==> src/apbPkg.sv <==
// APB bus structs, register map and status bit layout of the control port.
`default_nettype none
package apbPkg;

   typedef struct packed {
      logic        psel;
      logic        penable;
      logic        pwrite;
      logic [7:0]  paddr;
      logic [31:0] pwdata;
   } apbReqT;

   typedef struct packed {
      logic [31:0] prdata;
      logic        pready;
      logic        pslverr;
   } apbRespT;

   ////////////////////////////////////////////////////////////
   // Register map
   ////////////////////////////////////////////////////////////
   typedef enum logic [7:0] {
      regCtrl   = 8'h00, // Write only, bit 0 is go.
      regPc     = 8'h04,
      regA      = 8'h08,
      regB      = 8'h0C,
      regInstr  = 8'h10,
      regResult = 8'h14, // Read only.
      regNewPc  = 8'h18, // Read only.
      regStatus = 8'h1C  // Read only.
   } regAddrE;

   localparam int statDone    = 0; // Result captured since last CTRL write.
   localparam int statTaken   = 1; // Branch or jump taken.
   localparam int statIllegal = 2; // Unsupported opcode.

endpackage
`default_nettype wire

==> src/execPkg.sv <==
// Shared types of the execute engine: opcodes, control fields and the structs between stages.
`default_nettype none
package execPkg;

   localparam int dataW = 16; // Datapath width.

   // Function field, instr[1:0], of the register ALU opcode.
   localparam logic [1:0] fnAdd  = 2'b00;
   localparam logic [1:0] fnSub  = 2'b01;
   localparam logic [1:0] fnXor  = 2'b10;
   localparam logic [1:0] fnAndn = 2'b11;

   ////////////////////////////////////////////////////////////
   // Instruction opcodes, instr[15:11]
   ////////////////////////////////////////////////////////////
   typedef enum logic [4:0] {
      opJ     = 5'b00100, // PC relative jump, imm11.
      opJr    = 5'b00101, // Register jump, A plus imm8.
      opAddi  = 5'b01000,
      opSubi  = 5'b01001, // imm minus A.
      opXori  = 5'b01010,
      opAndni = 5'b01011,
      opBeqz  = 5'b01100,
      opBnez  = 5'b01101,
      opBltz  = 5'b01110,
      opBgez  = 5'b01111,
      opSlbi  = 5'b10010,
      opAluR  = 5'b11011, // ADD, SUB, XOR, ANDN by function field.
      opSeq   = 5'b11100,
      opSlt   = 5'b11101,
      opSle   = 5'b11110,
      opSco   = 5'b11111
   } opcodeE;

   typedef enum logic [1:0] {aluAdd, aluXor, aluAndn, aluPassB} aluOpE;
   typedef enum logic [2:0] {brNone, brEqz, brNez, brLtz, brGez, brJump, brJumpReg} brKindE;
   typedef enum logic [2:0] {resAlu, resSeq, resSlt, resSle, resCarry} resSelE;
   typedef enum logic [1:0] {bReg, bImm5, bImm8, bSlbi} bSrcE;

   typedef struct packed {
      aluOpE  aluOp;
      logic   invA;         // Invert ALU input A.
      logic   invB;         // Invert ALU input B.
      logic   cin;          // ALU carry in.
      bSrcE   bSrc;
      resSelE resSel;
      brKindE brKind;
      logic   illegal;      // Opcode not supported.
      logic   writesResult; // Instruction produces a RESULT value.
   } execCtrlT;

   typedef struct packed {
      logic [dataW-1:0] imm5;  // Zero or sign extended per opcode.
      logic [dataW-1:0] imm8;  // Sign extended.
      logic [dataW-1:0] imm11; // Sign extended.
   } execImmT;

   typedef struct packed {
      logic [dataW-1:0] result;
      logic [dataW-1:0] newPc;
      logic             taken;
      logic             illegal;
      logic             done; // One cycle pulse after capture.
   } execOutT;

endpackage
`default_nettype wire

==> src/execAlu.sv <==
// 16-bit ALU of the execute stage; add, xor, and-not and pass with sum flags.
`timescale 1ns/1ps
`default_nettype none
module execAlu
   import execPkg::*;
(
   input  wire logic [dataW-1:0] inA,
   input  wire logic [dataW-1:0] inB,
   input  wire aluOpE aluOp,
   input  wire logic invA,
   input  wire logic invB,
   input  wire logic cin,
   output logic [dataW-1:0] out,
   output logic zero,
   output logic sign,
   output logic ofl,
   output logic carry
);

   logic [dataW-1:0] opA; // A after optional inversion.
   logic [dataW-1:0] opB; // B after optional inversion.
   logic [dataW-1:0] sum;

   assign opA = invA ? ~inA : inA;
   assign opB = invB ? ~inB : inB;

   // Adder with carry out of the top bit.
   assign {carry, sum} = {1'b0, opA} + {1'b0, opB} + {{dataW{1'b0}}, cin};

   ////////////////////////////////////////////////////////////
   // Result mux
   ////////////////////////////////////////////////////////////
   always_comb begin
      case (aluOp)
         aluAdd:  out = sum;
         aluXor:  out = opA ^ opB;
         aluAndn: out = opA & opB; // B already inverted by invB.
         default: out = opB;       // Pass B.
      endcase
   end

   // Flags always come from the adder.
   assign zero = (sum == '0);
   assign sign = sum[dataW-1];
   assign ofl  = (opA[dataW-1] == opB[dataW-1]) && (sum[dataW-1] != opA[dataW-1]); // Signed.

endmodule
`default_nettype wire

==> src/execApbRegs.sv <==
// APB slave of the execute engine; holds operands and instruction, issues go, serves results.
`timescale 1ns/1ps
`default_nettype none
module execApbRegs
   import apbPkg::*;
   import execPkg::*;
(
   input  wire logic clk,
   input  wire logic reset,
   input  wire apbReqT apbReq,
   output apbRespT apbResp,
   output logic [dataW-1:0] pc,
   output logic [dataW-1:0] a,
   output logic [dataW-1:0] b,
   output logic [dataW-1:0] instr,
   output logic go,
   input  wire execOutT execOut
);

   regAddrE          addr;    // Decoded bus address.
   logic             setup;   // APB setup phase.
   logic             access;  // APB access phase.
   logic             wrOk;    // Address is writable.
   logic             rdOk;    // Address is readable.
   logic [dataW-1:0] rdVal;   // Read mux output.
   logic             doneQ;   // Sticky done flag.
   logic             doneBit; // Done as seen by a read.
   logic [31:0]      rdataQ;
   logic             slverrQ;

   assign addr    = regAddrE'(apbReq.paddr);
   assign setup   = apbReq.psel & ~apbReq.penable;
   assign access  = apbReq.psel & apbReq.penable;
   assign doneBit = doneQ | execOut.done; // Capture edge counts at once.

   ////////////////////////////////////////////////////////////
   // Address decode and read mux
   ////////////////////////////////////////////////////////////
   always_comb begin
      wrOk  = 1'b0;
      rdOk  = 1'b0;
      rdVal = '0;
      case (addr)
         regCtrl: wrOk = 1'b1; // Reads of CTRL are errors.
         regPc: begin
            wrOk  = 1'b1;
            rdOk  = 1'b1;
            rdVal = pc;
         end
         regA: begin
            wrOk  = 1'b1;
            rdOk  = 1'b1;
            rdVal = a;
         end
         regB: begin
            wrOk  = 1'b1;
            rdOk  = 1'b1;
            rdVal = b;
         end
         regInstr: begin
            wrOk  = 1'b1;
            rdOk  = 1'b1;
            rdVal = instr;
         end
         regResult: begin
            rdOk  = 1'b1;
            rdVal = execOut.result;
         end
         regNewPc: begin
            rdOk  = 1'b1;
            rdVal = execOut.newPc;
         end
         regStatus: begin
            rdOk = 1'b1;
            rdVal[statDone]    = doneBit;
            rdVal[statTaken]   = execOut.taken;
            rdVal[statIllegal] = execOut.illegal;
         end
         default: ; // Unmapped, error both ways.
      endcase
   end

   ////////////////////////////////////////////////////////////
   // Registers, go pulse and response
   ////////////////////////////////////////////////////////////
   always_ff @(posedge clk) begin
      if (reset) begin
         pc      <= '0;
         a       <= '0;
         b       <= '0;
         instr   <= '0;
         go      <= 1'b0;
         doneQ   <= 1'b0;
         rdataQ  <= '0;
         slverrQ <= 1'b0;
      end else begin
         go <= 1'b0; // Pulse lasts one cycle.
         if (setup) begin // Response is ready for the access phase.
            rdataQ  <= (!apbReq.pwrite && rdOk) ? {{(32-dataW){1'b0}}, rdVal} : '0;
            slverrQ <= apbReq.pwrite ? ~wrOk : ~rdOk;
         end else begin
            slverrQ <= 1'b0;
         end
         if (access && apbReq.pwrite && wrOk) begin
            case (addr)
               regCtrl:  go    <= apbReq.pwdata[0];
               regPc:    pc    <= apbReq.pwdata[dataW-1:0];
               regA:     a     <= apbReq.pwdata[dataW-1:0];
               regB:     b     <= apbReq.pwdata[dataW-1:0];
               regInstr: instr <= apbReq.pwdata[dataW-1:0];
               default: ;
            endcase
         end
         if (access && apbReq.pwrite && addr == regCtrl) begin
            doneQ <= 1'b0; // New run pending.
         end else if (execOut.done) begin
            doneQ <= 1'b1;
         end
      end
   end

   assign apbResp.prdata  = rdataQ;
   assign apbResp.pready  = 1'b1; // No wait states.
   assign apbResp.pslverr = slverrQ;

   // Access phase always follows a setup phase of the same transfer.
   apbAccessAfterSetup: assert property (@(posedge clk) disable iff (reset)
      apbReq.penable |-> apbReq.psel && $past(apbReq.psel));

endmodule
`default_nettype wire

==> src/execDecode.sv <==
// Instruction decoder; maps an instruction word to execute controls and extended immediates.
`timescale 1ns/1ps
`default_nettype none
module execDecode
   import execPkg::*;
(
   input  wire logic [dataW-1:0] instr,
   output execCtrlT ctrl,
   output execImmT imm
);

   opcodeE opcode;
   logic   imm5Zext; // Logical immediates are zero extended.

   assign opcode = opcodeE'(instr[15:11]);

   ////////////////////////////////////////////////////////////
   // Control table
   ////////////////////////////////////////////////////////////
   always_comb begin
      ctrl              = '0;
      ctrl.aluOp        = aluAdd;
      ctrl.bSrc         = bReg;
      ctrl.resSel       = resAlu;
      ctrl.brKind       = brNone;
      ctrl.writesResult = 1'b1;
      case (opcode)
         opAluR: begin
            case (instr[1:0])
               fnAdd: ;
               fnSub: begin // B minus A.
                  ctrl.invA = 1'b1;
                  ctrl.cin  = 1'b1;
               end
               fnXor: ctrl.aluOp = aluXor;
               default: begin // ANDN, B arrives inverted.
                  ctrl.aluOp = aluAndn;
                  ctrl.invB  = 1'b1;
               end
            endcase
         end
         opAddi: ctrl.bSrc = bImm5;
         opSubi: begin // imm5 minus A.
            ctrl.bSrc = bImm5;
            ctrl.invA = 1'b1;
            ctrl.cin  = 1'b1;
         end
         opXori: begin
            ctrl.bSrc  = bImm5;
            ctrl.aluOp = aluXor;
         end
         opAndni: begin
            ctrl.bSrc  = bImm5;
            ctrl.aluOp = aluAndn;
            ctrl.invB  = 1'b1;
         end
         opSlbi: begin // Low byte is empty after the shift.
            ctrl.bSrc  = bSlbi;
            ctrl.aluOp = aluXor;
         end
         opSeq, opSlt, opSle: begin // Compare through B minus A.
            ctrl.invA   = 1'b1;
            ctrl.cin    = 1'b1;
            ctrl.resSel = (opcode == opSeq) ? resSeq : (opcode == opSlt) ? resSlt : resSle;
         end
         opSco: ctrl.resSel = resCarry;
         opBeqz, opBnez, opBltz, opBgez: begin
            ctrl.writesResult = 1'b0;
            ctrl.brKind = (opcode == opBeqz) ? brEqz :
                          (opcode == opBnez) ? brNez :
                          (opcode == opBltz) ? brLtz : brGez;
         end
         opJ: begin
            ctrl.brKind       = brJump;
            ctrl.writesResult = 1'b0;
         end
         opJr: begin // Target comes out of the ALU.
            ctrl.bSrc         = bImm8;
            ctrl.brKind       = brJumpReg;
            ctrl.writesResult = 1'b0;
         end
         default: begin
            ctrl.aluOp        = aluPassB;
            ctrl.illegal      = 1'b1;
            ctrl.writesResult = 1'b0;
         end
      endcase
   end

   ////////////////////////////////////////////////////////////
   // Immediate extension
   ////////////////////////////////////////////////////////////
   assign imm5Zext  = (opcode == opXori) || (opcode == opAndni);
   assign imm.imm5  = imm5Zext ? {{(dataW-5){1'b0}}, instr[4:0]} :
                                 {{(dataW-5){instr[4]}}, instr[4:0]};
   assign imm.imm8  = {{(dataW-8){instr[7]}}, instr[7:0]};   // Branch offset and JR.
   assign imm.imm11 = {{(dataW-11){instr[10]}}, instr[10:0]}; // J offset.

endmodule
`default_nettype wire

==> src/execStage.sv <==
// Execute stage; operand muxes, set results, branch decision, next PC and the output register.
`timescale 1ns/1ps
`default_nettype none
module execStage
   import execPkg::*;
(
   input  wire logic clk,
   input  wire logic reset,
   input  wire logic go,
   input  wire logic [dataW-1:0] pc,
   input  wire logic [dataW-1:0] a,
   input  wire logic [dataW-1:0] b,
   input  wire execCtrlT ctrl,
   input  wire execImmT imm,
   output execOutT execOut
);

   logic [dataW-1:0] aluInA;
   logic [dataW-1:0] aluInB;
   logic [dataW-1:0] aluOut;
   logic             zero, sign, ofl, carry; // ALU flags.
   logic             condBr;   // Conditional branch kind.
   logic             diffNeg;  // True sign of B minus A.
   logic [dataW-1:0] resVal;
   logic             taken;
   logic [dataW-1:0] brTarget; // PC relative target.
   logic [dataW-1:0] nextPc;

   assign condBr = ctrl.brKind inside {brEqz, brNez, brLtz, brGez};

   ////////////////////////////////////////////////////////////
   // Operand muxes and ALU
   ////////////////////////////////////////////////////////////
   assign aluInA = (ctrl.bSrc == bSlbi) ? {a[dataW-9:0], 8'h00} : a;

   always_comb begin
      case (ctrl.bSrc)
         bImm5:   aluInB = imm.imm5;
         bImm8:   aluInB = imm.imm8;
         bSlbi:   aluInB = {{(dataW-8){1'b0}}, imm.imm8[7:0]}; // Zero extended.
         default: aluInB = b;
      endcase
      if (condBr) begin
         aluInB = '0; // Flags then describe A alone.
      end
   end

   execAlu alu (
      .inA(aluInA), .inB(aluInB), .aluOp(ctrl.aluOp),
      .invA(ctrl.invA), .invB(ctrl.invB), .cin(ctrl.cin),
      .out(aluOut), .zero(zero), .sign(sign), .ofl(ofl), .carry(carry)
   );

   ////////////////////////////////////////////////////////////
   // Set results
   ////////////////////////////////////////////////////////////
   assign diffNeg = ofl ? ~sign : sign; // Overflow flips the sign.

   always_comb begin
      resVal = '0;
      case (ctrl.resSel)
         resSeq:   resVal[0] = zero;
         resSlt:   resVal[0] = ~diffNeg & ~zero; // B minus A is positive.
         resSle:   resVal[0] = ~diffNeg;
         resCarry: resVal[0] = carry;
         default:  resVal = aluOut;
      endcase
   end

   ////////////////////////////////////////////////////////////
   // Branch decision and next PC
   ////////////////////////////////////////////////////////////
   always_comb begin
      case (ctrl.brKind)
         brEqz:             taken = zero;
         brNez:             taken = ~zero;
         brLtz:             taken = sign;
         brGez:             taken = ~sign;
         brJump, brJumpReg: taken = 1'b1;
         default:           taken = 1'b0;
      endcase
   end

   assign brTarget = pc + ((ctrl.brKind == brJump) ? imm.imm11 : imm.imm8);
   assign nextPc   = (ctrl.brKind == brJumpReg) ? aluOut : (taken ? brTarget : pc);

   // Output register, loaded by go.
   always_ff @(posedge clk) begin
      if (reset) begin
         execOut <= '0;
      end else begin
         execOut.done <= go;
         if (go) begin
            execOut.result  <= ctrl.writesResult ? resVal : '0;
            execOut.newPc   <= nextPc;
            execOut.taken   <= taken;
            execOut.illegal <= ctrl.illegal;
         end
      end
   end

   // An illegal opcode never redirects the PC.
   illegalNotTaken: assert property (@(posedge clk) disable iff (reset)
      go && ctrl.illegal |=> !execOut.taken && execOut.newPc == $past(pc));

endmodule
`default_nettype wire

==> src/execTop.sv <==
// Top level of the execute engine; connects the APB slave, decoder and execute stage.
`timescale 1ns/1ps
`default_nettype none
module execTop
   import apbPkg::*;
   import execPkg::*;
(
   input  wire logic clk,
   input  wire logic reset,
   input  wire apbReqT apbReq,
   output apbRespT apbResp
);

   logic [dataW-1:0] pc;
   logic [dataW-1:0] a;
   logic [dataW-1:0] b;
   logic [dataW-1:0] instr;
   logic             go;      // Start pulse to the stage.
   execCtrlT         ctrl;
   execImmT          imm;
   execOutT          execOut; // Captured results.

   execApbRegs regs (
      .clk(clk), .reset(reset), .apbReq(apbReq), .apbResp(apbResp),
      .pc(pc), .a(a), .b(b), .instr(instr), .go(go), .execOut(execOut)
   );

   execDecode decode (
      .instr(instr), .ctrl(ctrl), .imm(imm)
   );

   execStage stage (
      .clk(clk), .reset(reset), .go(go), .pc(pc), .a(a), .b(b),
      .ctrl(ctrl), .imm(imm), .execOut(execOut)
   );

endmodule
`default_nettype wire

==> config.mk <==
export PLATFORM = sky130hd
export DESIGN_NAME = execTop
export DESIGN_NICKNAME = d
export VERILOG_FILES = /design/src/apbPkg.sv /design/src/execPkg.sv /design/src/execAlu.sv /design/src/execApbRegs.sv /design/src/execDecode.sv /design/src/execStage.sv /design/src/execTop.sv
export SDC_FILE = /design/constraint.sdc
export NUM_CORES = 1
export LEC_CHECK = 0
export ABC_AREA = 1
export CAP_MARGIN = 20
export CORE_ASPECT_RATIO = 1.75
export CORE_UTILIZATION = 41
export DETAILED_ROUTE_END_ITERATION = 16
export DONT_BUFFER_PORTS = 1
export PLACE_DENSITY = 0.6
export SKIP_CTS_REPAIR_TIMING = 1
export SLEW_MARGIN = 20
export SYNTH_ARGS = -nofsm -noshare
export SYNTH_HDL_FRONTEND = slang
export SYNTH_SLANG_ARGS = --single-unit
==> constraint.sdc <==
create_clock -name clk -period 4.62 [get_ports clk]
set_input_delay 1.155 -clock clk [delete_from_list [all_inputs] [get_ports clk]]
set_output_delay 1.155 -clock clk [all_outputs]
set_load 0.05 [all_outputs]
* Word level (Yosys, flattened, before mapping)
Index checks and enable logic that the tools add are counted. W data, S select, Z words.
Cells by class: mux-type cells 37, equal/unequal tests 42, reduce and logical (&&, ||, !) cells 33, add/sub/neg operators 3, bitwise logic cells 17
Operators with widths (count):
- $mux W16 | 10
- $pmux W16 S3 | 2
- $pmux W13 S6 | 1
- $eq A5 B4 Y1 const B | 8
- $eq A8 B5 Y1 const B | 4
- $not A16 Y16 | 2
- $eq A5 B5 Y1 const B | 6
- $pmux W3 S7 | 1
- $add A16 B16 Y17 | 1
- $add A17 B1 Y17 | 1
- $add A16 B16 Y16 | 1
- $and A16 B16 Y16 | 1
- $eq A8 B4 Y1 const B | 2
- $logic_not A16 Y1 | 1
- $reduce_or A16 Y1 | 1
- $reduce_or A4 Y1 | 4
- $xor A16 B16 Y16 | 1
- $mux W15 | 1
- $eq A3 B2 Y1 const B | 4
- $eq A3 B3 Y1 const B | 4
- $mux W3 | 4
- $reduce_or A12 Y1 | 1
- $eq A5 B3 Y1 const B | 2
- $reduce_or A10 Y1 | 1
- 29 further kinds | 68
Storage, ports and cells: word-level logic and storage cells 145, output and inout port bits 34, bits of input ports 45, register bits 134

* Longest topological paths before layout
word-level depth 19, mapped depth 34

* Cells and area by module
A second synthesis with hierarchy kept.
Unflattened totals: cell total of the unflattened synthesis 1755, area, all modules 10386.2 µm²
By module, submodules not included:
- execApbRegs | seq. area each 1661.6 µm², instances 1, cells an instance 743, area each 4581.9 µm²
- execStage | seq. area each 700.7 µm², instances 1, cells an instance 579, area each 3377.0 µm²
- execAlu | seq. area each 0.0 µm², instances 1, cells an instance 330, area each 1793.0 µm²
- execDecode | seq. area each 0.0 µm², instances 1, cells an instance 103, area each 634.4 µm²

* Worst setup path before layout
Ideal clock, no wire load.
kind flip-flop to flip-flop, start register regs.instr[12], end register stage.execOut[10] (netlist name), data required time 4488 ps, cell stages (with the launch flop) 35, slack 662 ps, period minus slack after synthesis 3958 ps, data arrival time 3826 ps, path through dfxtp_1 > inv_2 > nor2_4 > nand3_4 > inv_1 > buf_2 > nor2_1 > inv_1 > a21oi_1 > a21oi_1 > nand2_1 > a21oi_1 > xor2_1 > ha_1 > a21oi_1 > inv_1 > a31oi_1 > nand3_1 > nand3_1 > nand2_1 > inv_1 > nand2_1 > nand2_1 > nand4_1 > nor2_1 > nand3_1 > nor2_2 > nand3_2 > nand2_2 > nand3_4 > buf_6 > nand2_1 > nand3_1 > nand2_1 > a21oi_1
Between the ends: word-level cells in the longest chain between the ends 17
Ends and longest elaborated chain:
- start, declared | line execApbRegs.sv:15 | output logic [dataW-1:0] instr,
- start signal, assigned | line execApbRegs.sv:110 | regInstr: instr <= apbReq.pwdata[dataW-1:0];
- $eq A5 B4 Y1 | line execDecode.sv:27, execDecode.sv:71
- $mux W3 | line execDecode.sv:71 | (opcode == opBltz) ? brLtz : brGez;
- $mux W3 | line execDecode.sv:70 | (opcode == opBnez) ? brNez :
- $mux W3 | line execDecode.sv:69 | ctrl.brKind = (opcode == opBeqz) ? brEqz :
- $pmux W3 S3 | line execDecode.sv:27 | case (opcode)
- $eq A3 B1 Y1, or another cell as far along | line execStage.sv:29, execStage.sv:74
- $reduce_bool A4 Y1 | line execStage.sv:29 | assign condBr = ctrl.brKind inside {brEqz, brNez, brLtz, brGez};
- $mux W16 | line execStage.sv:43 | if (condBr) begin
- $not A16 Y16 | line execAlu.sv:25 | assign opB = invB ? ~inB : inB;
- $mux W16 | line execAlu.sv:25
- $add A16 B16 Y17 | line execAlu.sv:28 | assign {carry, sum} = {1'b0, opA} + {1'b0, opB} + {{dataW{1'b0}}, cin};
- $add A17 B1 Y17 | line execAlu.sv:28
- $logic_not A16 Y1 | line execAlu.sv:43 | assign zero = (sum == '0);
- $not A1 Y1 | line execStage.sv:76 | brNez: taken = ~zero;
- $pmux W1 S5 | line execStage.sv:74 | case (ctrl.brKind)
- $mux W16 | line execStage.sv:85 | assign nextPc = (ctrl.brKind == brJumpReg) ? aluOut : (taken ? brTarget : pc);
- $mux W16 (*) | line execStage.sv:85
Every way passes the cells marked *; elsewhere a longest branch is shown, timed or not. A chain may end at the register's enable or synchronous reset.

* Worst setup path in the final report
start register regs.instr[14], end register stage.execOut[7] (netlist name)
Between the ends: word-level cells in the longest chain between the ends 17
Ends and longest elaborated chain (line):
- $eq A5 B4 Y1 | execDecode.sv:27, execDecode.sv:71
- $mux W3 | execDecode.sv:71
- $mux W3 | execDecode.sv:70
- $mux W3 | execDecode.sv:69
- $pmux W3 S3 | execDecode.sv:27
- $eq A3 B1 Y1, or another cell as far along | execStage.sv:29, execStage.sv:74
- $reduce_bool A4 Y1 | execStage.sv:29
- $mux W16 | execStage.sv:43
- $not A16 Y16 | execAlu.sv:25
- $mux W16 | execAlu.sv:25
- $add A16 B16 Y17 | execAlu.sv:28
- $add A17 B1 Y17 | execAlu.sv:28
- $logic_not A16 Y1 | execAlu.sv:43
- $not A1 Y1 | execStage.sv:76
- $pmux W1 S5 | execStage.sv:74
- $mux W16 | execStage.sv:85
- $mux W16 (*) | execStage.sv:85
Marked as above.

==> results.ini <==
[die]
die_w_um = 108
fp.dieArea_um2 = 20300
rows = 67
die-height_um = 188
io_pins = 79
start_util = 0.421
core_um2 = 19200

[timing]
slew_headroom = 0.480
holdWs_ps = 456
max_freq_ghz = 0.228
fin_worst_skew_ps = 8.93
finalSetupViolCount = 0
hold_viol = 0
final-max-slew-violation-count = 0
tightest_slew_ps = 779
min_period_over_period = 0.951
period_needed_ps = 4390

[logic_synthesis]
synth_most_common_cell = nand2_1
synth_top_area_share = 0.292
synth-seq-cells = 118
synth_edf_count = 0
synth_area_um2 = 8080
synth_top_flop_cell = dfxtp_1
synth_fa_ha_area_frac = 0.0530
syn-mean-instance-area_um2 = 6.64
synth_top_family_by_area = compound AO/OA/AOI/OAI gates
muxShareOfSynthArea = 0
synth_compound_area_frac = 0.256
yosys.area_share.simple = 0.225
yosysSeqAreaShare = 0.292
synth_top_area_cell = dfxtp_1
ys_warn_count = 0
async_flop_share = 0
synth_xor_area_frac = 0.0585
synth_cell_types = 50
netlist_instances = 1216
ys_top_cells_by_area = dfxtp_1, a21oi_1, nand2_1
synth_common_cells = nand2_1, a21oi_1, inv_1, dfxtp_1, o21ai_0

[cells_and_area]
drive_gt1_frac = 0.170
final_cells = 1568
seqCellArea_um2 = 2370
nets = 1393
multi_input_area_um2 = 4960
diodes = 0
syn2layout_area_growth_pct = 22.0
fillers = 1954

[route]
wl_met2_mm = 15.8
via_count = 8818
routed_wl_mm = 32.1
postRouteAntennaNets = 0
viasPerCell = 5.62
drt_first_pass_iters = 6
topRoutingLayerUsed = met5
wl_met1_mm = 11.0
avgRoutedWirePerCell_um = 20.5
wl_met3_mm = 1.49
drt_iter0_markers = 721
drc_errors = 0

[status]
status = complete, no violations

[pwr]
power.density_nw_per_um2 = 251
p_comb_frac = 0.026
power.switching_mw = 0.532
p_leak_nw = 4.48
p_sw_frac = 0.215
intPower_mw = 1.94
p_clk_frac = 0.561
peakVddDrop_mv = 0.423
seqPwrFrac = 0.413

[clock_tree]
htreeDepth = 4
cts_made_buffers = 17
clk_pin_slew_ps = 60
clock-root-buffer = clkbuf_16
cts.sinks = 118
clk_latency_ps = 430
clockBufferDepth = 2
cts_tree = done

[placed_design]
port_buffers = 0
globalplace.congestion = 0.995
dp_hpwl_mm = 24.7
place_inst = 1528

[global_routing]
grt_remaining_overflow = 0
grt.total_usage = 0.325
grt_pass1_wl_mm = 48.1
grt_pass1_vias = 8502
antenna_found_initial = 0
grt_max_degree = 50

[worst_setup_path]
cp_common_cell = buf_4
cp_data_arrival_time_ps = 4690
slowest_stage = dfxtp_2
cp-start-kind = flip-flop
worstPathRequired_ps = 4920
worstSetupEndpointType = flip-flop
criticalPathCategory = flip-flop to flip-flop
slowest_delay_ps = 360
worstPathMaxFanout = 6

[run]
cap_violations = 0

[hold_path]
hold_path_class = flip-flop to flip-flop

==> flip-flops by register name, summed over array words and instances (netlist names), 16 cells and up <==
register,flops
regs.a,16
regs.b,16
regs.instr,16
regs.pc,16
regs.rdataQ,16
stage.execOut,35
==> metrics by stage <==
step	setup TNS, ps	util	total power, mW	worst slack, ps	cell area [um^2]
2_1_floorplan	0	-	1.11	662	8140
3_3_place_gp	0	0.472	1.10	80.7	9060
3_5_place_dp	0	0.472	1.10	96.5	9060
4_1_cts	0	0.504	2.48	53.9	9680
5_1_grt	-38.7	0.513	2.53	-25.2	9850
6_report	0	0.513	2.47	228	9850
==> kinds of logic after synthesis <==
kind of cell	after synthesis
adder cells (fa/ha/maj)	33
AND/OR/NAND/NOR	420
other	2
XOR/XNOR	54
flip-flops	118
AO/OA/AOI/OAI	371
buffers and inverters	218
==> power groups by stage <==
stage | Clock [mW] | Combinational (mW) | Sequential [mW]
floorplan | 0 | 0.0726 | 1.04
global placement | 0 | 0.0620 | 1.04
detailed placement | 0 | 0.0624 | 1.04
CTS | 1.39 | 0.0625 | 1.02
global route | 1.44 | 0.0694 | 1.02
finish | 1.39 | 0.0631 | 1.02
==> area by class of cell <==
type | count | share of cell area
clock inverters | 9 | 0.0124
well taps | 241 | 0.0306
flip-flops and latches | 118 | 0.240
inverters | 140 | 0.0533
repair buffers | 142 | 0.110
multi-input cells | 896 | 0.503
clock buffers | 22 | 0.0502
==> metal layers <==
layer	track usage	vias up
met5	0	-
met4	0.336	2
met3	0.0469	149
met2	0.552	340
met1	0.321	4070
li1	-	4257
==> critical path, delay by kind of cell, from the launching register on <==
family,cells,cell delay [ps]
and+or+nand+nor,12,1570
AOI/OAI and AO/OA,6,830
DFF,1,360
buffers and inverters,7,760
adders and majority gates,1,320
xor gates and xnor gates,2,440
==> path summary, 6_finish.rpt <==
kind | startpoint | end | slack (ps) | depth (start not counted)
setup / recovery | regs.instr[14] | stage.execOut[7] | 230 | 28
hold / removal | stage.execOut[15] | stage.execOut[15] | 460 | 2
setup reg to reg | regs.instr[14] | stage.execOut[7] | 230 | 28
hold reg to reg | stage.execOut[15] | stage.execOut[15] | 460 | 2
==> layout by cell type (no fill, tap or decap), types with 31 or more instances in the layout <==
cell type,Yosys,final
dfxtp_1,118,113
o21ai_0,104,102
xor2_1,48,47
nand2_1,217,215
a21oi_1,184,175
inv_1,128,128
buf_4,22,140
ha_1,31,31
nor2_1,97,94
nand3_1,54,53
Power figures use the tool's default switching activity.
